<file path="src/common/axi_sram_params.svh">
`ifndef AXI_SRAM_PARAMS_SVH
`define AXI_SRAM_PARAMS_SVH

// AXI side
`define AXI_ADDR_W 20
`define AXI_DATA_W 16
`define AXI_ID_W   4

// SRAM geometry, in words
`define SRAM_DEPTH 1024

// Word address bits needed to index SRAM_DEPTH words
`define SRAM_ADDR_W 10

// One strobe bit per data byte
`define STRB_W (`AXI_DATA_W / 8)

// Byte offset bits dropped from an AXI address
`define BYTE_LSB 1

`endif

</file>
<file path="src/common/axi_types_pkg.sv">
`include "axi_sram_params.svh"

package axi_types_pkg;

  // Transaction ID as seen on AW, B, AR and R
  typedef logic [`AXI_ID_W-1:0] axi_id_t;

  // Byte address
  typedef logic [`AXI_ADDR_W-1:0] axi_addr_t;

  // Number of beats minus one
  typedef logic [7:0] axi_len_t;

  // BRESP and RRESP
  typedef logic [1:0] axi_resp_t;

  // Only response the bridge ever returns
  localparam axi_resp_t AXI_RESP_OKAY = 2'b00;

endpackage

</file>
<file path="src/common/sram_types_pkg.sv">
`include "axi_sram_params.svh"

package sram_types_pkg;

  // Word address into the SRAM
  typedef logic [`SRAM_ADDR_W-1:0] sram_addr_t;

  typedef logic [`AXI_DATA_W-1:0] sram_data_t;

  // Byte enables for one word
  typedef logic [`STRB_W-1:0] sram_strb_t;

  // Read tag, {ID, last beat}
  typedef logic [`AXI_ID_W:0] sram_meta_t;

  // Grant states of the SRAM arbiter
  typedef enum logic [2:0] {
    ARB_IDLE,
    ARB_READ,
    ARB_READ_RESP,
    ARB_WRITE,
    ARB_WRITE_RESP
  } arb_state_t;

endpackage

</file>
<file path="src/common/sram_cmd_if.sv">
interface sram_cmd_if;
  import sram_types_pkg::*;

  logic       valid;
  logic       ready;
  logic       wr_en;
  sram_addr_t addr;
  sram_meta_t meta;
  sram_data_t wr_data;
  sram_strb_t wr_strb;

  modport requester (
    output valid,
    output wr_en,
    output addr,
    output meta,
    output wr_data,
    output wr_strb,
    input  ready
  );

  modport server (
    input  valid,
    input  wr_en,
    input  addr,
    input  meta,
    input  wr_data,
    input  wr_strb,
    output ready
  );

endinterface

</file>
<file path="src/sram_bridge/axi_rd_path.sv">
`include "axi_sram_params.svh"

module axi_rd_path (
  input  logic                       clk,
  input  logic                       rst_n,
  input  logic                       i_arvalid,
  output logic                       o_arready,
  input  axi_types_pkg::axi_id_t     i_arid,
  input  axi_types_pkg::axi_addr_t   i_araddr,
  input  axi_types_pkg::axi_len_t    i_arlen,
  input  logic [2:0]                 i_arsize,
  input  logic [1:0]                 i_arburst,
  output logic                       o_rvalid,
  input  logic                       i_rready,
  output axi_types_pkg::axi_id_t     o_rid,
  output sram_types_pkg::sram_data_t o_rdata,
  output axi_types_pkg::axi_resp_t   o_rresp,
  output logic                       o_rlast,
  sram_cmd_if.requester              rd_req,
  input  logic                       i_resp_valid,
  output logic                       o_resp_ready,
  input  sram_types_pkg::sram_data_t i_resp_data,
  input  sram_types_pkg::sram_meta_t i_resp_meta
);
  import axi_types_pkg::*;
  import sram_types_pkg::*;

  axi_id_t    rid_q;
  sram_addr_t beat_addr;
  logic       beat_last;
  logic       burst_busy;
  logic       ar_fire;
  logic       last_beat_out;

  // Size and burst type are not needed, every burst is treated as INCR
  assign ar_fire = i_arvalid && o_arready;

  burst_counter i_burst_counter (
    .clk   (clk),
    .rst_n (rst_n),
    .i_load(ar_fire),
    .i_addr(i_araddr[`BYTE_LSB +: `SRAM_ADDR_W]),
    .i_len (i_arlen),
    .i_step(rd_req.valid && rd_req.ready),
    .o_addr(beat_addr),
    .o_last(beat_last),
    .o_busy(burst_busy)
  );

  always_ff @(posedge clk) begin
    if (ar_fire) begin
      rid_q <= i_arid;
    end
  end

  // Each read carries its ID and last flag through the SRAM
  assign rd_req.valid   = burst_busy;
  assign rd_req.wr_en   = 1'b0;
  assign rd_req.addr    = beat_addr;
  assign rd_req.meta    = {rid_q, beat_last};
  assign rd_req.wr_data = '0;
  assign rd_req.wr_strb = '0;

  // R channel is the SRAM response register
  assign o_rvalid     = i_resp_valid;
  assign o_rdata      = i_resp_data;
  assign o_rid        = i_resp_meta[`AXI_ID_W:1];
  assign o_rlast      = i_resp_meta[0];
  assign o_rresp      = AXI_RESP_OKAY;
  assign o_resp_ready = i_rready;

  assign last_beat_out = i_resp_valid && i_rready && i_resp_meta[0];

  // Next AR only once the tagged last beat has left
  always_ff @(posedge clk) begin
    if (!rst_n) begin
      o_arready <= 1'b1;
    end else if (ar_fire) begin
      o_arready <= 1'b0;
    end else if (last_beat_out) begin
      o_arready <= 1'b1;
    end
  end

endmodule

</file>
<file path="src/sram_bridge/burst_counter.sv">
module burst_counter (
  input  logic                       clk,
  input  logic                       rst_n,
  input  logic                       i_load,
  input  sram_types_pkg::sram_addr_t i_addr,
  input  axi_types_pkg::axi_len_t    i_len,
  input  logic                       i_step,
  output sram_types_pkg::sram_addr_t o_addr,
  output logic                       o_last,
  output logic                       o_busy
);
  import axi_types_pkg::*;
  import sram_types_pkg::*;

  sram_addr_t addr_q;
  axi_len_t   remain_q;
  logic       busy_q;

  always_ff @(posedge clk) begin
    if (!rst_n) begin
      busy_q   <= 1'b0;
      remain_q <= '0;
    end else if (i_load) begin
      busy_q   <= 1'b1;
      remain_q <= i_len;
    end else if (i_step && busy_q) begin
      remain_q <= remain_q - 1'b1;
      if (remain_q == '0) begin
        busy_q <= 1'b0;
      end
    end
  end

  // Word address wraps at the SRAM depth
  always_ff @(posedge clk) begin
    if (i_load) begin
      addr_q <= i_addr;
    end else if (i_step && busy_q) begin
      addr_q <= addr_q + 1'b1;
    end
  end

  assign o_addr = addr_q;
  assign o_last = busy_q && (remain_q == '0);
  assign o_busy = busy_q;

endmodule

</file>
<file path="src/flat_wrapper.sv">
// flat-port wrapper written by rule: the top's interface ports become plain ports
module axi_rd_path_flat import axi_types_pkg::*; import sram_types_pkg::*;
  (clk, rst_n, i_arvalid, o_arready, i_arid, i_araddr, i_arlen, i_arsize, i_arburst, o_rvalid, i_rready, o_rid, o_rdata, o_rresp, o_rlast, i_resp_valid, o_resp_ready, i_resp_data, i_resp_meta, rd_req_valid, rd_req_wr_en, rd_req_addr, rd_req_meta, rd_req_wr_data, rd_req_wr_strb, rd_req_ready);
  sram_cmd_if rd_req_i ();
  input  logic clk;
  input  logic rst_n;
  input  logic i_arvalid;
  output logic o_arready;
  input  axi_types_pkg::axi_id_t i_arid;
  input  axi_types_pkg::axi_addr_t i_araddr;
  input  axi_types_pkg::axi_len_t i_arlen;
  input  logic [2:0] i_arsize;
  input  logic [1:0] i_arburst;
  output logic o_rvalid;
  input  logic i_rready;
  output axi_types_pkg::axi_id_t o_rid;
  output sram_types_pkg::sram_data_t o_rdata;
  output axi_types_pkg::axi_resp_t o_rresp;
  output logic o_rlast;
  input  logic i_resp_valid;
  output logic o_resp_ready;
  input  sram_types_pkg::sram_data_t i_resp_data;
  input  sram_types_pkg::sram_meta_t i_resp_meta;
  output wire logic [$bits(rd_req_i.valid)-1:0] rd_req_valid;
  output wire logic [$bits(rd_req_i.wr_en)-1:0] rd_req_wr_en;
  output wire logic [$bits(rd_req_i.addr)-1:0] rd_req_addr;
  output wire logic [$bits(rd_req_i.meta)-1:0] rd_req_meta;
  output wire logic [$bits(rd_req_i.wr_data)-1:0] rd_req_wr_data;
  output wire logic [$bits(rd_req_i.wr_strb)-1:0] rd_req_wr_strb;
  input wire logic [$bits(rd_req_i.ready)-1:0] rd_req_ready;
  assign rd_req_valid = rd_req_i.valid;
  assign rd_req_wr_en = rd_req_i.wr_en;
  assign rd_req_addr = rd_req_i.addr;
  assign rd_req_meta = rd_req_i.meta;
  assign rd_req_wr_data = rd_req_i.wr_data;
  assign rd_req_wr_strb = rd_req_i.wr_strb;
  assign rd_req_i.ready = rd_req_ready;
  axi_rd_path u_core (.clk(clk), .rst_n(rst_n), .i_arvalid(i_arvalid), .o_arready(o_arready), .i_arid(i_arid), .i_araddr(i_araddr), .i_arlen(i_arlen), .i_arsize(i_arsize), .i_arburst(i_arburst), .o_rvalid(o_rvalid), .i_rready(i_rready), .o_rid(o_rid), .o_rdata(o_rdata), .o_rresp(o_rresp), .o_rlast(o_rlast), .rd_req(rd_req_i), .i_resp_valid(i_resp_valid), .o_resp_ready(o_resp_ready), .i_resp_data(i_resp_data), .i_resp_meta(i_resp_meta));
endmodule
</file>
<file path="config.mk">
export PLATFORM = sky130hd
export DESIGN_NAME = axi_rd_path_flat
export DESIGN_NICKNAME = d
export VERILOG_FILES = /design/src/common/axi_types_pkg.sv /design/src/common/sram_types_pkg.sv /design/src/common/sram_cmd_if.sv /design/src/sram_bridge/axi_rd_path.sv /design/src/sram_bridge/burst_counter.sv /design/src/flat_wrapper.sv
export VERILOG_INCLUDE_DIRS = /design/src /design/src/common
export SDC_FILE = /design/constraint.sdc
export NUM_CORES = 1
export LEC_CHECK = 0
export BUFFER_PORTS_ARGS = -buffer_cell sky130_fd_sc_hd__buf_2
export CAP_MARGIN = 20
export CORE_MARGIN = 2
export CORE_UTILIZATION = 42
export DETAILED_ROUTE_END_ITERATION = 10
export PLACE_DENSITY = 0.87
export SLEW_MARGIN = 25
export SYNTH_ARGS = -nofsm -noshare
export SYNTH_HDL_FRONTEND = slang
export SYNTH_SLANG_ARGS = --single-unit
</file>
<file path="constraint.sdc">
create_clock -name clk -period 3.55 [get_ports clk]
set_input_delay 0 -clock clk [delete_from_list [all_inputs] [get_ports clk]]
set_output_delay 0 -clock clk [all_outputs]
set_load 0.01 [all_outputs]
</file>
# After elaboration in Yosys (flattened, before gate mapping)
# Cells that the tools add are included.
# word_totals
wordCells	27
ff_bits	24
# op_classes
mux	9
reduce_logical	11
n_addsub	2
# op_table
op	count
$mux W10	2
$mux W8	2
$add A10 B1 Y10 const B	1
$logic_not A8 Y1	1
$sub A8 B1 Y8 const B	1
$logic_and A1 B1 Y1	6
$reduce_bool A2 Y1	3
$mux W1	5
$reduce_and A2 Y1	1

# Depth between registers and ports, before layout
# logic_depth
depth_word	4
depth_mapped	5
mapped_depth_nobuf	5

# Cells and area by module
# A second synthesis with hierarchy kept.
# unflattened
cells_unflattened	164
hier_area_um2	1547.7
# modules_own_cells
mod	cells_each	instances	area_per_inst_um2
burst_counter	108	1	1029.7
axi_rd_path	56	1	518.0

# Worst setup path before layout
# Ideal clock, no wire load.
# synth_path
kind	reg-to-reg
startpoint	register u_core.i_burst_counter.remain_q[0]
endpoint	register u_core.i_burst_counter.remain_q[6]
required_time_ps	3476
n_path_buf	0
path_stages_with_launch	6
t_arrival_ps	1550
slack_ps	1926
setup_ps	74
path_cell_list	dfxtp_1 -> inv_1 -> ha_1 -> or4b_4 -> or4_1 -> a31oi_1
# synth_between
elab_chain_cells	3
# synth_rtl
element	line_no	source
start, declared	burst_counter.sv:16	axi_len_t remain_q;
start signal, assigned	burst_counter.sv:25	remain_q <= i_len;
start signal, assigned	burst_counter.sv:27	remain_q <= remain_q - 1'b1;
$sub A8 B1 Y8	burst_counter.sv:27	
$mux W8	burst_counter.sv:26	end else if (i_step && busy_q) begin
$mux W8	burst_counter.sv:23	end else if (i_load) begin
# Every way passes these cells. The select of a mux whose other input is x is not followed.
# A chain may end at the register's enable or synchronous reset.

# Worst setup path after layout
# Ends and elaborated chain as after synthesis.

==> reports/qor.csv <==
metric,value,unit
status,finished with violations,
violations,hold timing,
routed_wl,2860,um
crit_path_max_incr_delay,0.50,ns
cts_tree,yes,
cp_slowest_cell,or4b_4,
synth_cell_types,31,
yosysWarnings,0,
grt_overflow,0,
h-tree-depth,1,
drt_iter0_markers,40,
synth_top_family_by_area,buffers and inverters,
holdCritPathClass,in2reg,
finalHoldViolCount,1,
crit_chain,inv_1 -> ha_1 -> or4b_4 -> or4_1 -> a31oi_1,
grt_start_max_net_pins,32,
ant_nets,0,
fin_setup_tns,0,ns
grt_pass1_vias,1078,
synthFlopType,edfxtp_1,
p_per_area,443,nW/um^2
yosysTopAreaCell,edfxtp_1,
synthAdderAreaFrac,1.62,%
root_buffer,clkbuf_8,
dpl.hpwl,2130,um
synthCells,174,
setup-violations-final,0,
clk_pin_slew,0.09,ns
yosys-mux-area-fraction,0,%
finalMaxSlewViolations,0,
area_growth,10.2,%
synth-edff-count,14,
fin_hold_ws,-0.00185,ns
clock-sinks,24,
die_h,64.7,um
fin_nets,270,
firstDrtPassIters,4,
total_power,0.000755,W
crit_fanout,4,
drive_gt1_share,29.1,%
finClkSkew,0.0119,ns
clockBufferDepth,2,
synth_seq_cells,24,
synth-compound-area-share,13.7,%
layout_commonest_cell,buf_2,
yosysTopAreaCellShare,27.1,%
die_area,4190,um^2
diodes,0,
gp_congestion,0.782,
post-cts-setup-buffers,0,
die_w,64.7,um
start_util,43.0,%
rows,22,
io_pins,125,
start_kind,flip-flop,
grt_first_pass_wirelength,4550,um
antenna_found_initial,0,
layout_common_cells,"buf_2 (48), conb_1 (21), o21ai_0 (16)",
required,3.74,ns
numPortBuffers,48,
synthTopCellsByArea,"edfxtp_1 (27%), buf_4 (22%), dfxtp_1 (13%)",
period_share,48.8,%
design.core.area,3610,um^2
worstSetupPathType,reg2reg,
clk_latency,0.26,ns
yosys.area_share.xor_xnor,2.83,%
rsz0062_at_grt,no,
num_vias,1184,
cts_buffers,3,
ir_worst_vdd,0.232,mV
route.detailed.drc,0,
avgViaCountPerCell,4.72,
ys_async_sr_fraction,0,%
syn_area,1550,um^2
grt_use_total,13.7,%
avgSynthCellArea,8.90,um^2
power.leakage,0.722,nW
max_freq,0.577,GHz
yosysSeqAreaShare,40.1,%
cap_violations,0,
end_kind,flip-flop,
finalCriticalPeriod,1.73,ns
synth-simple-area-share,17.1,%
arrival,1.92,ns
routedWlPerCell,11.4,um
final timing paths:
kind	start	to	slack, ns	cells past startpoint
hold / removal	i_araddr[2]	u_core.i_burst_counter.o_addr[1]$_DFFE_PP_	-0.002	3
setup reg to reg	u_core.i_burst_counter.remain_q[0]$_SDFFE_PN0P_	u_core.i_burst_counter.remain_q[6]$_SDFFE_PN0P_	1.82	5
setup / recovery	u_core.i_burst_counter.remain_q[0]$_SDFFE_PN0P_	u_core.i_burst_counter.remain_q[6]$_SDFFE_PN0P_	1.82	5
hold reg to reg	u_core.i_burst_counter.remain_q[6]$_SDFFE_PN0P_	u_core.i_burst_counter.remain_q[6]$_SDFFE_PN0P_	0.54	2
registers in the layout (all words and copies together), names as in the netlist:
register,cells
u_core.i_burst_counter.o_addr,10
u_core.i_burst_counter.remain_q,8
u_core.rid_q,4
u_core.i_burst_counter.o_busy,1
u_core.o_arready,1
cell families (layout without fill, tap and decap cells):
group | after synthesis | in the layout
other | 1 | 21
XOR/XNOR | 5 | 5
buffers and inverters | 56 | 65
adder cells (fa/ha/maj) | 2 | 2
AND/OR/NAND/NOR | 50 | 50
AO/OA/AOI/OAI | 36 | 36
flip-flops | 24 | 24
critical path, delay by kind of cell, from the launching register on:
kind / cells / cell delay, ns
AOI/OAI and AO/OA: 1 / 0.17
adders and majority gates: 1 / 0.20
buffers and inverters: 1 / 0.06
DFF: 1 / 0.33
and+or+nand+nor: 2 / 0.91
metal layers:
layer	share of wire, %	up-vias	global-route usage [%]
met5	0	-	0
met4	1.7	0	5.59
met3	7.2	8	3.30
met2	47	44	23.5
met1	44	525	16.3
li1	-	607	-
through the flow:
step | instances | cell area [um^2] | hold WS (ns) | setup slack, ns | utilization [%]
floorplan | 194 | 1620 | 0.0918 | 1.93 | -
global placement | 241 | 1580 | 0.0000686 | 1.88 | 43.7
detailed placement | 241 | 1580 | 0.0000686 | 1.84 | 43.7
CTS | 251 | 1710 | 0.0000686 | 1.81 | 47.3
global route | 251 | 1710 | 0.0000169 | 1.77 | 47.3
finish | 251 | 1710 | -0.00185 | 1.82 | 47.3
final cells by class:
class	instances	area [um^2]
inverter	6	22.5
fill	354	1900
multi-input combinational	114	624
tap	48	60.1
clock inverter	1	30.0
clock buffer	3	41.3
sequential	24	621
timing repair buffer	55	308
cells in the mapped netlist (all sizes together), types with 2 or more instances:
library cell,instances
a21oi,3
a31oi,11
buf,45
clkbuf,5
dfxtp,10
edfxtp,14
ha,2
inv,6
nand2,13
nand3,9
nand4,3
nor2,9
o21ai,16
o31ai,2
or3,7
or4,2
xnor2,2
xor2,3
power by group:
| group | switching [W] | internal (W) | total [W] | leakage (nW) |
|---|---|---|---|---|
| clock network | 0.0000860 | 0.000151 | 0.000237 | 0.0357 |
| logic | 0.0000887 | 0.0000691 | 0.000158 | 0.469 |
| registers | 0.0000301 | 0.000331 | 0.000361 | 0.218 |
| total | 0.000205 | 0.000551 | 0.000755 | 0.722 |
what timing repair did:
item | in CTS | in global routing
resized for setup | 0 | 0
hold buffers | 6 | 0
endpoints found under the hold margin | 6 | 0
Note: power is estimated with default switching activity, not from simulation.
