File: config.mk
export PLATFORM = sky130hd
export DESIGN_NAME = axi_wr_path_flat
export DESIGN_NICKNAME = d
export VERILOG_FILES = /design/src/common/axi_types_pkg.sv /design/src/common/sram_types_pkg.sv /design/src/common/sram_cmd_if.sv /design/src/sram_bridge/axi_wr_path.sv /design/src/sram_bridge/burst_counter.sv /design/src/flat_wrapper.sv
export VERILOG_INCLUDE_DIRS = /design/src /design/src/common
export SDC_FILE = /design/constraint.sdc
export NUM_CORES = 1
export LEC_CHECK = 0
export ABC_AREA = 0
export BUFFER_PORTS_ARGS = -buffer_cell sky130_fd_sc_hd__buf_2
export CORE_MARGIN = 1.5
export CORE_UTILIZATION = 43
export CTS_CLUSTER_SIZE = 14
export DETAILED_ROUTE_END_ITERATION = 10
export GPL_TIMING_DRIVEN = 0
export PLACE_DENSITY = 0.82
export SETUP_SLACK_MARGIN = 0.3
export SYNTH_ARGS = -nofsm -noshare
export SYNTH_HDL_FRONTEND = slang
export SYNTH_SLANG_ARGS = --single-unit
File: constraint.sdc
create_clock -name clk -period 4.05 [get_ports clk]
set_input_delay 1.0125 -clock clk [delete_from_list [all_inputs] [get_ports clk]]
set_output_delay 1.0125 -clock clk [all_outputs]
set_load 0.02 [all_outputs]
File: src/common/axi_sram_params.svh
`ifndef AXI_SRAM_PARAMS_SVH
`define AXI_SRAM_PARAMS_SVH

// AXI side
`define AXI_ADDR_W 20
`define AXI_DATA_W 16
`define AXI_ID_W   4

// SRAM geometry, in words
`define SRAM_DEPTH 1024

// Word address bits needed to index SRAM_DEPTH words
`define SRAM_ADDR_W 10

// One strobe bit per data byte
`define STRB_W (`AXI_DATA_W / 8)

// Byte offset bits dropped from an AXI address
`define BYTE_LSB 1

`endif

File: src/common/axi_types_pkg.sv
`include "axi_sram_params.svh"

package axi_types_pkg;

  // Transaction ID as seen on AW, B, AR and R
  typedef logic [`AXI_ID_W-1:0] axi_id_t;

  // Byte address
  typedef logic [`AXI_ADDR_W-1:0] axi_addr_t;

  // Number of beats minus one
  typedef logic [7:0] axi_len_t;

  // BRESP and RRESP
  typedef logic [1:0] axi_resp_t;

  // Only response the bridge ever returns
  localparam axi_resp_t AXI_RESP_OKAY = 2'b00;

endpackage

File: src/common/sram_types_pkg.sv
`include "axi_sram_params.svh"

package sram_types_pkg;

  // Word address into the SRAM
  typedef logic [`SRAM_ADDR_W-1:0] sram_addr_t;

  typedef logic [`AXI_DATA_W-1:0] sram_data_t;

  // Byte enables for one word
  typedef logic [`STRB_W-1:0] sram_strb_t;

  // Read tag, {ID, last beat}
  typedef logic [`AXI_ID_W:0] sram_meta_t;

  // Grant states of the SRAM arbiter
  typedef enum logic [2:0] {
    ARB_IDLE,
    ARB_READ,
    ARB_READ_RESP,
    ARB_WRITE,
    ARB_WRITE_RESP
  } arb_state_t;

endpackage

File: src/common/sram_cmd_if.sv
interface sram_cmd_if;
  import sram_types_pkg::*;

  logic       valid;
  logic       ready;
  logic       wr_en;
  sram_addr_t addr;
  sram_meta_t meta;
  sram_data_t wr_data;
  sram_strb_t wr_strb;

  modport requester (
    output valid,
    output wr_en,
    output addr,
    output meta,
    output wr_data,
    output wr_strb,
    input  ready
  );

  modport server (
    input  valid,
    input  wr_en,
    input  addr,
    input  meta,
    input  wr_data,
    input  wr_strb,
    output ready
  );

endinterface

File: src/sram_bridge/axi_wr_path.sv
`include "axi_sram_params.svh"

module axi_wr_path (
  input  logic                       clk,
  input  logic                       rst_n,
  input  logic                       i_awvalid,
  output logic                       o_awready,
  input  axi_types_pkg::axi_id_t     i_awid,
  input  axi_types_pkg::axi_addr_t   i_awaddr,
  input  axi_types_pkg::axi_len_t    i_awlen,
  input  logic [2:0]                 i_awsize,
  input  logic [1:0]                 i_awburst,
  input  logic                       i_wvalid,
  output logic                       o_wready,
  input  sram_types_pkg::sram_data_t i_wdata,
  input  sram_types_pkg::sram_strb_t i_wstrb,
  input  logic                       i_wlast,
  output logic                       o_bvalid,
  input  logic                       i_bready,
  output axi_types_pkg::axi_id_t     o_bid,
  output axi_types_pkg::axi_resp_t   o_bresp,
  sram_cmd_if.requester              wr_req
);
  import axi_types_pkg::*;
  import sram_types_pkg::*;

  axi_id_t    bid_q;
  sram_addr_t beat_addr;
  logic       beat_last;
  logic       burst_busy;
  logic       aw_fire;
  logic       beat_done;

  // Size, burst type and wlast add nothing for full-width INCR bursts,
  // the beat count comes from awlen
  assign aw_fire   = i_awvalid && o_awready;
  assign beat_done = wr_req.valid && wr_req.ready;

  burst_counter i_burst_counter (
    .clk   (clk),
    .rst_n (rst_n),
    .i_load(aw_fire),
    .i_addr(i_awaddr[`BYTE_LSB +: `SRAM_ADDR_W]),
    .i_len (i_awlen),
    .i_step(beat_done),
    .o_addr(beat_addr),
    .o_last(beat_last),
    .o_busy(burst_busy)
  );

  always_ff @(posedge clk) begin
    if (!rst_n) begin
      o_awready <= 1'b1;
      o_bvalid  <= 1'b0;
    end else begin
      if (aw_fire) begin
        o_awready <= 1'b0;
      end else if (o_bvalid && i_bready) begin
        o_awready <= 1'b1;
      end
      if (beat_done && beat_last) begin
        o_bvalid <= 1'b1;
      end else if (i_bready) begin
        o_bvalid <= 1'b0;
      end
    end
  end

  always_ff @(posedge clk) begin
    if (aw_fire) begin
      bid_q <= i_awid;
    end
  end

  // W beats go straight out as SRAM writes
  assign wr_req.valid   = burst_busy && i_wvalid;
  assign wr_req.wr_en   = 1'b1;
  assign wr_req.addr    = beat_addr;
  assign wr_req.meta    = '0;
  assign wr_req.wr_data = i_wdata;
  assign wr_req.wr_strb = i_wstrb;
  assign o_wready       = burst_busy && wr_req.ready;

  assign o_bid   = bid_q;
  assign o_bresp = AXI_RESP_OKAY;

endmodule

File: src/sram_bridge/burst_counter.sv
module burst_counter (
  input  logic                       clk,
  input  logic                       rst_n,
  input  logic                       i_load,
  input  sram_types_pkg::sram_addr_t i_addr,
  input  axi_types_pkg::axi_len_t    i_len,
  input  logic                       i_step,
  output sram_types_pkg::sram_addr_t o_addr,
  output logic                       o_last,
  output logic                       o_busy
);
  import axi_types_pkg::*;
  import sram_types_pkg::*;

  sram_addr_t addr_q;
  axi_len_t   remain_q;
  logic       busy_q;

  always_ff @(posedge clk) begin
    if (!rst_n) begin
      busy_q   <= 1'b0;
      remain_q <= '0;
    end else if (i_load) begin
      busy_q   <= 1'b1;
      remain_q <= i_len;
    end else if (i_step && busy_q) begin
      remain_q <= remain_q - 1'b1;
      if (remain_q == '0) begin
        busy_q <= 1'b0;
      end
    end
  end

  // Word address wraps at the SRAM depth
  always_ff @(posedge clk) begin
    if (i_load) begin
      addr_q <= i_addr;
    end else if (i_step && busy_q) begin
      addr_q <= addr_q + 1'b1;
    end
  end

  assign o_addr = addr_q;
  assign o_last = busy_q && (remain_q == '0);
  assign o_busy = busy_q;

endmodule

File: src/flat_wrapper.sv
// flat-port wrapper written by rule: the top's interface ports become plain ports
module axi_wr_path_flat import axi_types_pkg::*; import sram_types_pkg::*;
  (clk, rst_n, i_awvalid, o_awready, i_awid, i_awaddr, i_awlen, i_awsize, i_awburst, i_wvalid, o_wready, i_wdata, i_wstrb, i_wlast, o_bvalid, i_bready, o_bid, o_bresp, wr_req_valid, wr_req_wr_en, wr_req_addr, wr_req_meta, wr_req_wr_data, wr_req_wr_strb, wr_req_ready);
  sram_cmd_if wr_req_i ();
  input  logic clk;
  input  logic rst_n;
  input  logic i_awvalid;
  output logic o_awready;
  input  axi_types_pkg::axi_id_t i_awid;
  input  axi_types_pkg::axi_addr_t i_awaddr;
  input  axi_types_pkg::axi_len_t i_awlen;
  input  logic [2:0] i_awsize;
  input  logic [1:0] i_awburst;
  input  logic i_wvalid;
  output logic o_wready;
  input  sram_types_pkg::sram_data_t i_wdata;
  input  sram_types_pkg::sram_strb_t i_wstrb;
  input  logic i_wlast;
  output logic o_bvalid;
  input  logic i_bready;
  output axi_types_pkg::axi_id_t o_bid;
  output axi_types_pkg::axi_resp_t o_bresp;
  output wire logic [$bits(wr_req_i.valid)-1:0] wr_req_valid;
  output wire logic [$bits(wr_req_i.wr_en)-1:0] wr_req_wr_en;
  output wire logic [$bits(wr_req_i.addr)-1:0] wr_req_addr;
  output wire logic [$bits(wr_req_i.meta)-1:0] wr_req_meta;
  output wire logic [$bits(wr_req_i.wr_data)-1:0] wr_req_wr_data;
  output wire logic [$bits(wr_req_i.wr_strb)-1:0] wr_req_wr_strb;
  input wire logic [$bits(wr_req_i.ready)-1:0] wr_req_ready;
  assign wr_req_valid = wr_req_i.valid;
  assign wr_req_wr_en = wr_req_i.wr_en;
  assign wr_req_addr = wr_req_i.addr;
  assign wr_req_meta = wr_req_i.meta;
  assign wr_req_wr_data = wr_req_i.wr_data;
  assign wr_req_wr_strb = wr_req_i.wr_strb;
  assign wr_req_i.ready = wr_req_ready;
  axi_wr_path u_core (.clk(clk), .rst_n(rst_n), .i_awvalid(i_awvalid), .o_awready(o_awready), .i_awid(i_awid), .i_awaddr(i_awaddr), .i_awlen(i_awlen), .i_awsize(i_awsize), .i_awburst(i_awburst), .i_wvalid(i_wvalid), .o_wready(o_wready), .i_wdata(i_wdata), .i_wstrb(i_wstrb), .i_wlast(i_wlast), .o_bvalid(o_bvalid), .i_bready(i_bready), .o_bid(o_bid), .o_bresp(o_bresp), .wr_req(wr_req_i));
endmodule
# Word-level counts from Yosys, hierarchy flattened
# Cells that the tools add are included.
# totals
output_inout_bits	44
register_bits	25
wordCells	33
# classes
n_reduce_logical	14
n_addsub	2
mux	11
# op_table
op	count
$mux 10	2
$mux 8	2
$add 10x1->10 const B	1
$logic_and 1x1->1	8
$logic_not 8->1	1
$reduce_bool 2->1	4
$sub 8x1->8 const B	1
$mux 1	7
$reduce_and 2->1	1

# Depth between registers and ports, before layout
# Gate-level depths: netlist (run 1).
# logic_depth
word_depth	5
mapped_depth	5
depth_no_buf	5

# Hierarchy
# From an unflattened synthesis (run 1), not the netlist that was laid out.
# hier_totals
hier_cells	151
area_unflattened_um2	1453.9
# modules_own_cells
mod	seq_area_each_um2	n_inst	area_per_inst_um2	cells_per_inst
burst_counter	480.5	1	1029.7	108
axi_wr_path	160.2	1	424.2	43

# Least setup slack after synthesis (run 1)
# OpenSTA, ideal clock, no wires.
# synth_path
kind	input to output
from	input wr_req_ready
to	output o_wready
required_ps	3038
cell_stages	1
n_path_buf	0
slack_ps	1809
arrival_time_ps	1228
cell_sequence	and2_1
# synth_between
elab_chain_cells	1
# synth_rtl
element	line_no	rtl
from (decl)	flat_wrapper.sv:29	input wire logic [$bits(wr_req_i.ready)-1:0] wr_req_ready;
$logic_and 1x1->1	axi_wr_path.sv:82	assign o_wready = burst_busy && wr_req.ready;
to (decl)	flat_wrapper.sv:15	output logic o_wready;
# No other way between the ends.

# Worst setup path in the final report (run 1)
# Ends and elaborated chain as after synthesis.

==> run summary, run 1 <==
* 1430 ps — data arrival time of the critical path
* 106 — count of boundary I/O pins
* 530 ps — worst slew pin tran
* primary input to primary output — type of the setup path with the least slack
* done — TritonCTS clock tree
* 44.3% — register area share after synthesis
* sky130_fd_sc_hd__clkbuf_4 — clock tree root buffer cell
* sky130_fd_sc_hd__edfxtp_1 29%, sky130_fd_sc_hd__dfxtp_1 15%, sky130_fd_sc_hd__buf_4 14% — cell types with the largest area share after synthesis
* 295 — Filler cells
* primary output — type of element capturing the critical path
* 46.2% — initial cell density of the core
* 2980 um — Post-Route WL
* 320 ps — clock latency on the worst-skew pair
* 1450 um2 — synthesized area
* 0.000141 V — worst IR drop on VDD
* sky130_fd_sc_hd__edfxtp_1 — commonest register cell after synthesis
* 0 — number of setup buffers added after CTS
* 1 — H-tree lvl count
* 60.3% — final critical-path share of the clock period
* 4530 um — global-route wire length before repair
* 4 — detailed-router iteration count before antenna repair
* 63 — Port-buffer cells
* 9.20 um2 — mean instance size in the synthesized netlist
* u_core.i_burst_counter.o_addr[6]$_DFFE_PP_ — worst flop-to-flop path endpoint
* 0 — Resized cells post-CTS
* 296 — count of nets after finishing
* 0 — global route overflow
* 0.841 nW — leak pwr
* 0 — # hold bufs at CTS
* 0 — post-detailed-route DRC marker count
* 20 — Cell Rows
* false — RSZ-0062 raised after global routing
* 0 — max-slew violation total from the final report
* finished, final reports clean — status
* 0 — number of antenna diodes
* 3040 ps — data required time at the worst endpoint
* 2390 um — HPWL reported at the end of detailed placement
* sky130_fd_sc_hd__edfxtp_1 — post-synthesis cell type with the largest combined area
* 4.85 — vias per inst
* 1053 — number of global-route vias before repair
* 3130 um2 — Placeable Area
* 0 — antenna violations before repair
* u_core.i_burst_counter.o_busy$_SDFFE_PN0P_ — hold worst-path end
* 157 — Synth Instances
* 29.1% — area growth from synthesis to layout
* 2440 ps — clock period minus worst slack
* 0.606 mW — power after layout
* buf_2 > and2_1 > buf_2 — cells traversed along the worst timing path
* 2 — worst hold path depth
* 409 MHz — maximum clock rate
* u_core.o_awready$_SDFFE_PN1P_ — Crit Reg-Reg Startpoint
* 3 — number of buffers created by CTS
* flop to flop — Worst Hold Class
* 29.1% — area share of the leading cell type in the synthesized netlist
* 25 — Sink Count
* sky130_fd_sc_hd__and2_1 — slowest cell on the critical path
* 40 — drt first-iter violations
* sky130_fd_sc_hd__buf_2 — most used cell, CP
* 602 um2 — multi-input combinational cell area
* 140 ps — clock transition time at the flip-flop clock pins of the worst setup and hold paths
* 31 — count of distinct cell types in the synthesized netlist
* 15 — maximum number of pins on one net before global-route repair
* 14 — number of flops mapped to enable cells by yosys
* 9.59 ps — final clock skew
* 0 — antenna-violating nets left
* 61.0 um — vertical die dimension
* 16.5% — total routing usage reported by global routing
* 2 — maximum buffer depth of the clock tree
* 0 — setup violation total in the final timing report
* 0 — Hold Vio Cnt, Final
* 1328 — routed vias
* 0 — number of synthesis warnings
* sky130_fd_sc_hd__buf_4 — most frequent cell after synthesis
* 325 nW/um2 — PwrDens
* 61.0 um — die outline width
* u_core.i_burst_counter.o_busy$_SDFFE_PN0P_ — worst hold start
* 3720 um2 — Die Outline Area
* 0% — fraction of registers with async set/reset
* 3 — crit-path max FO
* 42.6% — fraction of layout instances using a drive strength above 1
* 0 — maxcap violations
* 150 ps — max incr delay on CP
* 26 x sky130_fd_sc_hd__buf_4, 19 x sky130_fd_sc_hd__o21ai_0, 15 x sky130_fd_sc_hd__nand2_1 — most common library cells after synthesis
* 0.824 — Final GP Congestion
* 25 — flip-flop and latch count after synthesis
* 641 um2 — area occupied by registers
* 2090 ps — worst reg-to-reg setup slack
* 0 ps — total negative slack
* primary input — nature of the critical path startpoint
* 10.9 um — post-detailed-route wirelength per cell
* 64.7% — worst rel slew slack
* 4 — path depth of the worst reg2reg path
==> per-layer routing <==
| metal | wire length, um | vias up | track usage, % |
|---|---|---|---|
| li1 | - | 677 | - |
| met5 | 0 | - | 0 |
| met4 | 55 | 0 | 8.39 |
| met3 | 248 | 4 | 1.92 |
| met1 | 1250 | 579 | 20.4 |
| met2 | 1430 | 68 | 28.3 |
==> cell type report <==
cell class | count | share of cell area [%]
flip-flops and latches | 25 | 34.3
plain buffers | 31 | 11.5
multi-input cells | 104 | 32.3
well taps | 44 | 2.95
clock inverters | 1 | 0.268
repair buffers | 63 | 16.9
inverters | 3 | 0.604
clock buffers | 3 | 1.21
==> per-stage QoR <==
stage               hold WS (ps)  std cells  util, %  worst slack, ps  cell area, um2
detailed placement           501        270     58.8             1300            1840
CTS                          521        274     59.6             1600            1870
floorplan                    469        163        -             1810            1470
finish                       527        274     59.6             1610            1870
global route                 558        274     59.6             1530            1870
global placement             491        270     58.8             1350            1840
==> flip-flops by register name (all words and copies together) (netlist names) <==
signal                           cells
u_core.i_burst_counter.o_addr       10
u_core.i_burst_counter.remain_q      8
u_core.o_bid                         4
u_core.i_burst_counter.o_busy        1
u_core.o_awready                     1
u_core.o_bvalid                      1
==> cell families (layout without fill, tap and decap cells) <==
| kind of cell | after synthesis | count (layout) | share of synthesized area, % |
|---|---|---|---|
| XOR/XNOR | 5 | 5 | 3.03 |
| buffers and inverters | 34 | 101 | 15.6 |
| flip-flops | 25 | 25 | 44.3 |
| adder cells (fa/ha/maj) | 3 | 3 | 2.60 |
| AND/OR/NAND/NOR | 50 | 50 | 18.7 |
| other | 2 | 8 | 0.520 |
| multiplexers | 1 | 1 | 0.779 |
| AO/OA/AOI/OAI | 37 | 37 | 14.5 |
==> worst max-delay path by stage <==
stage / start / to / slack (ps) / cells past startpoint
finish: wr_req_ready / o_wready / 1610 / 3
global route: i_awvalid / u_core.i_burst_counter.o_addr[1]$_DFFE_PP_ / 1530 / 5
CTS: wr_req_ready / o_wready / 1600 / 3
detailed placement: i_awvalid / u_core.i_burst_counter.o_addr[4]$_DFFE_PP_ / 1300 / 5
global placement: i_awvalid / u_core.i_burst_counter.o_addr[5]$_DFFE_PP_ / 1350 / 5
floorplan: wr_req_ready / o_wready / 1810 / 1
==> layout by cell type (no fill, tap or decap), drive strengths merged, types with 4 or more instances in the layout <==
cell type / n
o21ai: 19
buf: 89
a21oi: 4
or3: 7
or4: 6
clkbuf: 8
edfxtp: 14
nand3: 7
conb: 8
a31oi: 9
nor2: 5
nand2: 15
dfxtp: 11
==> worst max-delay path, delay by kind of cell <==
| kind | cells | cell delay, ps |
|---|---|---|
| buf+inv | 2 | 260 |
| simple gates | 1 | 150 |
==> report_power, final <==
group / internal, mW / switching [mW]
Combinational: 0.0725 / 0.100
Clock: 0.0370 / 0.0761
Sequential: 0.298 / 0.0227
No activity file was read; power rests on OpenSTA's default activity.
==> run 2: changes to the inputs <==
--- a/config.mk
+++ b/config.mk
@@ -6,14 +6,14 @@
 export SDC_FILE = /design/constraint.sdc
 export NUM_CORES = 1
 export LEC_CHECK = 0
-export ABC_AREA = 0
+export ABC_AREA = 1
 export BUFFER_PORTS_ARGS = -buffer_cell sky130_fd_sc_hd__buf_2
 export CORE_MARGIN = 1.5
-export CORE_UTILIZATION = 43
+export CORE_UTILIZATION = 38
 export CTS_CLUSTER_SIZE = 14
 export DETAILED_ROUTE_END_ITERATION = 10
 export GPL_TIMING_DRIVEN = 0
-export PLACE_DENSITY = 0.82
+export PLACE_DENSITY = 0.74
 export SETUP_SLACK_MARGIN = 0.3
 export SYNTH_ARGS = -nofsm -noshare
 export SYNTH_HDL_FRONTEND = slang
==> constraint.sdc (replaced) <==
create_clock -name clk -period 2 [get_ports clk]
set_input_delay 0.5 -clock clk [delete_from_list [all_inputs] [get_ports clk]]
set_output_delay 0.5 -clock clk [all_outputs]
set_load 0.02 [all_outputs]
==> run summary, run 2 <==
* 1480 ps — data arrival time of the critical path, +50 ps
* 0 — antenna-violating nets left, unchanged
* 30 — count of distinct cell types in the synthesized netlist, -3.2%
* 26.2% — area share of the leading cell type in the synthesized netlist, -2.9 points
* 6 — crit-path max FO, +3
* 0 — antenna violations before repair, unchanged
* 0.000335 V — worst IR drop on VDD, +140%
* 1.07 nW — leak pwr, +28%
* 418 — Filler cells, +42%
* 1460 ps — clock period minus worst slack
* 0 — global route overflow, unchanged
* 17 — maximum number of pins on one net before global-route repair, +2
* 1 — worst hold path depth, -1
* 0 — maxcap violations, unchanged
* 2000 um2 — standard cell area after detailed placement, +9.0%
* u_core.o_bid[1]$_DFFE_PP_ — hold worst-path end
* 73.0% — final critical-path share of the clock period
* 8 — path depth of the worst reg2reg path, +4
* 5350 um — global-route wire length before repair, +18%
* 0 — post-detailed-route DRC marker count, unchanged
* 50.8% — fraction of the core area covered by cells at the end of the flow, -8.8 points
* 47 x sky130_fd_sc_hd__nand2_1, 27 x sky130_fd_sc_hd__buf_4, 24 x sky130_fd_sc_hd__inv_1 — most common library cells after synthesis
* 344 — count of nets after finishing, +16%
* 1 — H-tree lvl count, unchanged
* 14.9% — total routing usage reported by global routing, -1.6 points
* 205 — Synth Instances, +31%
* 4 — detailed-router iteration count before antenna repair, unchanged
* sky130_fd_sc_hd__edfxtp_1 26%, sky130_fd_sc_hd__dfxtp_1 14%, sky130_fd_sc_hd__buf_4 13% — cell types with the largest area share after synthesis
* sky130_fd_sc_hd__clkbuf_8 — clock tree root buffer cell
* 7.82 um2 — mean instance size in the synthesized netlist, -15%
* 0% — fraction of registers with async set/reset, unchanged
* 0 — setup violation total in the final timing report, unchanged
* 540 ps — worst reg-to-reg setup slack, -1550 ps
* 25 — flip-flop and latch count after synthesis, unchanged
* 0 — number of setup buffers added after CTS, unchanged
* 2 — maximum buffer depth of the clock tree, unchanged
* 1.36 mW — power after layout, +120%
* 3440 um — Post-Route WL, +15%
* 685 MHz — maximum clock rate
* 37.8% — fraction of layout instances using a drive strength above 1, -4.8 points
* 1320 — number of global-route vias before repair, +25%
* 3 — number of buffers created by CTS, unchanged
* 260 ps — clock latency on the worst-skew pair, -60 ps
* 40.0% — register area share after synthesis, -4.4 points
* sky130_fd_sc_hd__buf_2 — most common library cell in the layout ignoring fill and taps
* 4030 um2 — Placeable Area, +29%
* 25 — Sink Count, unchanged
* 23 — Cell Rows, +15%
* 0 — Resized cells post-CTS, unchanged
* i_awid[1] — worst hold start
* flop to flop — type of the setup path with the least slack
* 1495 — routed vias, +13%
* done — TritonCTS clock tree
* flop — type of element capturing the critical path
* flop — nature of the critical path startpoint
* 2050 um2 — final design instance area without fill, +9.8%
* u_core.i_burst_counter.o_addr[0]$_DFFE_PP_ — Crit Reg-Reg Startpoint
* 91 — drt first-iter violations, +130%
* sky130_fd_sc_hd__edfxtp_1 — post-synthesis cell type with the largest combined area
* 39.8% — initial cell density of the core, -6.4 points
* 10.5 um — post-detailed-route wirelength per cell, -3.7%
* 0 — number of synthesis warnings, unchanged
* u_core.i_burst_counter.o_addr[8]$_DFFE_PP_ — worst flop-to-flop path endpoint
* 80 ps — clock transition time at the flip-flop clock pins of the worst setup and hold paths, -60 ps
* sky130_fd_sc_hd__edfxtp_1 — commonest register cell after synthesis
* 10 — flip-flop count of the largest register, all copies and words added, unchanged
* 0 — number of antenna diodes, unchanged
* false — RSZ-0062 raised after global routing
* primary input to flop — Worst Hold Class
* 0 — # hold bufs at CTS, unchanged
* 661 um2 — multi-input combinational cell area, +9.8%
* sky130_fd_sc_hd__nand2_1 — most frequent cell after synthesis
* 2030 ps — data required time at the worst endpoint, -1010 ps
* 106 — count of boundary I/O pins, unchanged
* 0 ps — total negative slack, unchanged
* 641 um2 — area occupied by registers, unchanged
* 0 — max-slew violation total from the final report, unchanged
* 14 — number of flops mapped to enable cells by yosys, unchanged
* 662 nW/um2 — PwrDens, +100%
* finished, final reports clean — status
* 64 x sky130_fd_sc_hd__buf_2, 47 x sky130_fd_sc_hd__nand2_1, 27 x sky130_fd_sc_hd__buf_4, 24 x sky130_fd_sc_hd__inv_1, 16 x sky130_fd_sc_hd__nand3_1 — top library cells by usage in the layout, fill and taps aside
* 2800 um — HPWL reported at the end of detailed placement, +17%
* 4620 um2 — Die Outline Area, +24%
* 0 — Hold Vio Cnt, Final, unchanged
* 2.43 ps — final clock skew, -7.16 ps
* 1600 um2 — synthesized area, +11%
* 4.56 — vias per inst, -6.0%
* 27.8% — area growth from synthesis to layout
* 63 — Port-buffer cells, unchanged
* 67.9 um — die outline width, +11%
* 67.9 um — vertical die dimension, +11%
* 0.801 — Final GP Congestion, -2.8%
run 2: cell count changes in the layout (fill, tap and decap cells not counted), sizes merged, moves of 7 or more:
cell	before	now
inv	3	25
a31oi	9	1
nand2	15	48
or3	7	0
nand3	7	18
nor2	5	17
run 2: worst max path at each step:
stage,startpoint,endpoint,slack [ps],depth (start not counted)
after floorplan,u_core.i_burst_counter.o_addr[0]$_DFFE_PP_,u_core.i_burst_counter.o_addr[8]$_DFFE_PP_,520,8
after global placement,i_awvalid,u_core.i_burst_counter.o_addr[0]$_DFFE_PP_,520,5
after detailed placement,i_awvalid,u_core.i_burst_counter.o_addr[5]$_DFFE_PP_,510,6
after CTS,u_core.i_burst_counter.o_addr[0]$_DFFE_PP_,u_core.i_burst_counter.o_addr[8]$_DFFE_PP_,530,8
after global routing,u_core.i_burst_counter.o_addr[0]$_DFFE_PP_,u_core.i_burst_counter.o_addr[8]$_DFFE_PP_,420,8
final,u_core.i_burst_counter.o_addr[0]$_DFFE_PP_,u_core.i_burst_counter.o_addr[8]$_DFFE_PP_,540,8
run 2: final cells by class:
cell class	instances	share of cell area [%]
Buffer	30	11.2
Clock buffer	4	2.20
Inverter	25	4.58
Multi-Input combinational cell	131	32.3
Sequential cell	25	31.3
Tap cell	50	3.05
Timing Repair Buffer	63	15.4
run 2: worst max-delay path: stages, from the launching register on:
cell and delay (ps):
sky130_fd_sc_hd__edfxtp_1 460, sky130_fd_sc_hd__ha_1 200, sky130_fd_sc_hd__nand2_1 50, sky130_fd_sc_hd__inv_1 110, sky130_fd_sc_hd__nand3_1 110, sky130_fd_sc_hd__nor2_1 110
sky130_fd_sc_hd__nand3_1 70, sky130_fd_sc_hd__nand3_1 80, sky130_fd_sc_hd__nand2_1 40
run 2: power by group:
part	switching (mW)	internal, mW
Combinational	0.247	0.166
Sequential	0.0477	0.603
Clock	0.150	0.142
run 2: per-stage QoR:
| stage | worst slack (ps) | instances | hold WS, ps |
|---|---|---|---|
| 3_5_place_dp | 512 | 324 | 488 |
| 5_1_grt | 418 | 328 | 399 |
| 6_report | 541 | 328 | 412 |
| 2_1_floorplan | 522 | 211 | 481 |
| 4_1_cts | 531 | 328 | 405 |
| 3_3_place_gp | 518 | 324 | 471 |
run 2: kinds of logic (layout without fill, tap and decap cells):
kind of cell | Yosys count | count (layout) | synth area share [%]
other | 2 | 8 | 0.469
DFF | 25 | 25 | 40.0
xor gates and xnor gates | 3 | 3 | 1.64
and+or+nand+nor | 95 | 95 | 27.9
AOI/OAI and AO/OA | 22 | 22 | 7.49
buffers and inverters | 55 | 122 | 20.2
adders and majority gates | 3 | 3 | 2.34
run 2: per-layer routing:
layer,GRT usage (%),vias to the layer above,share of wire [%]
li1,-,779,-
met1,18.4,660,42
met2,27.1,54,50
met3,1.97,2,6.8
met4,3.75,0,0.49
met5,0,-,0
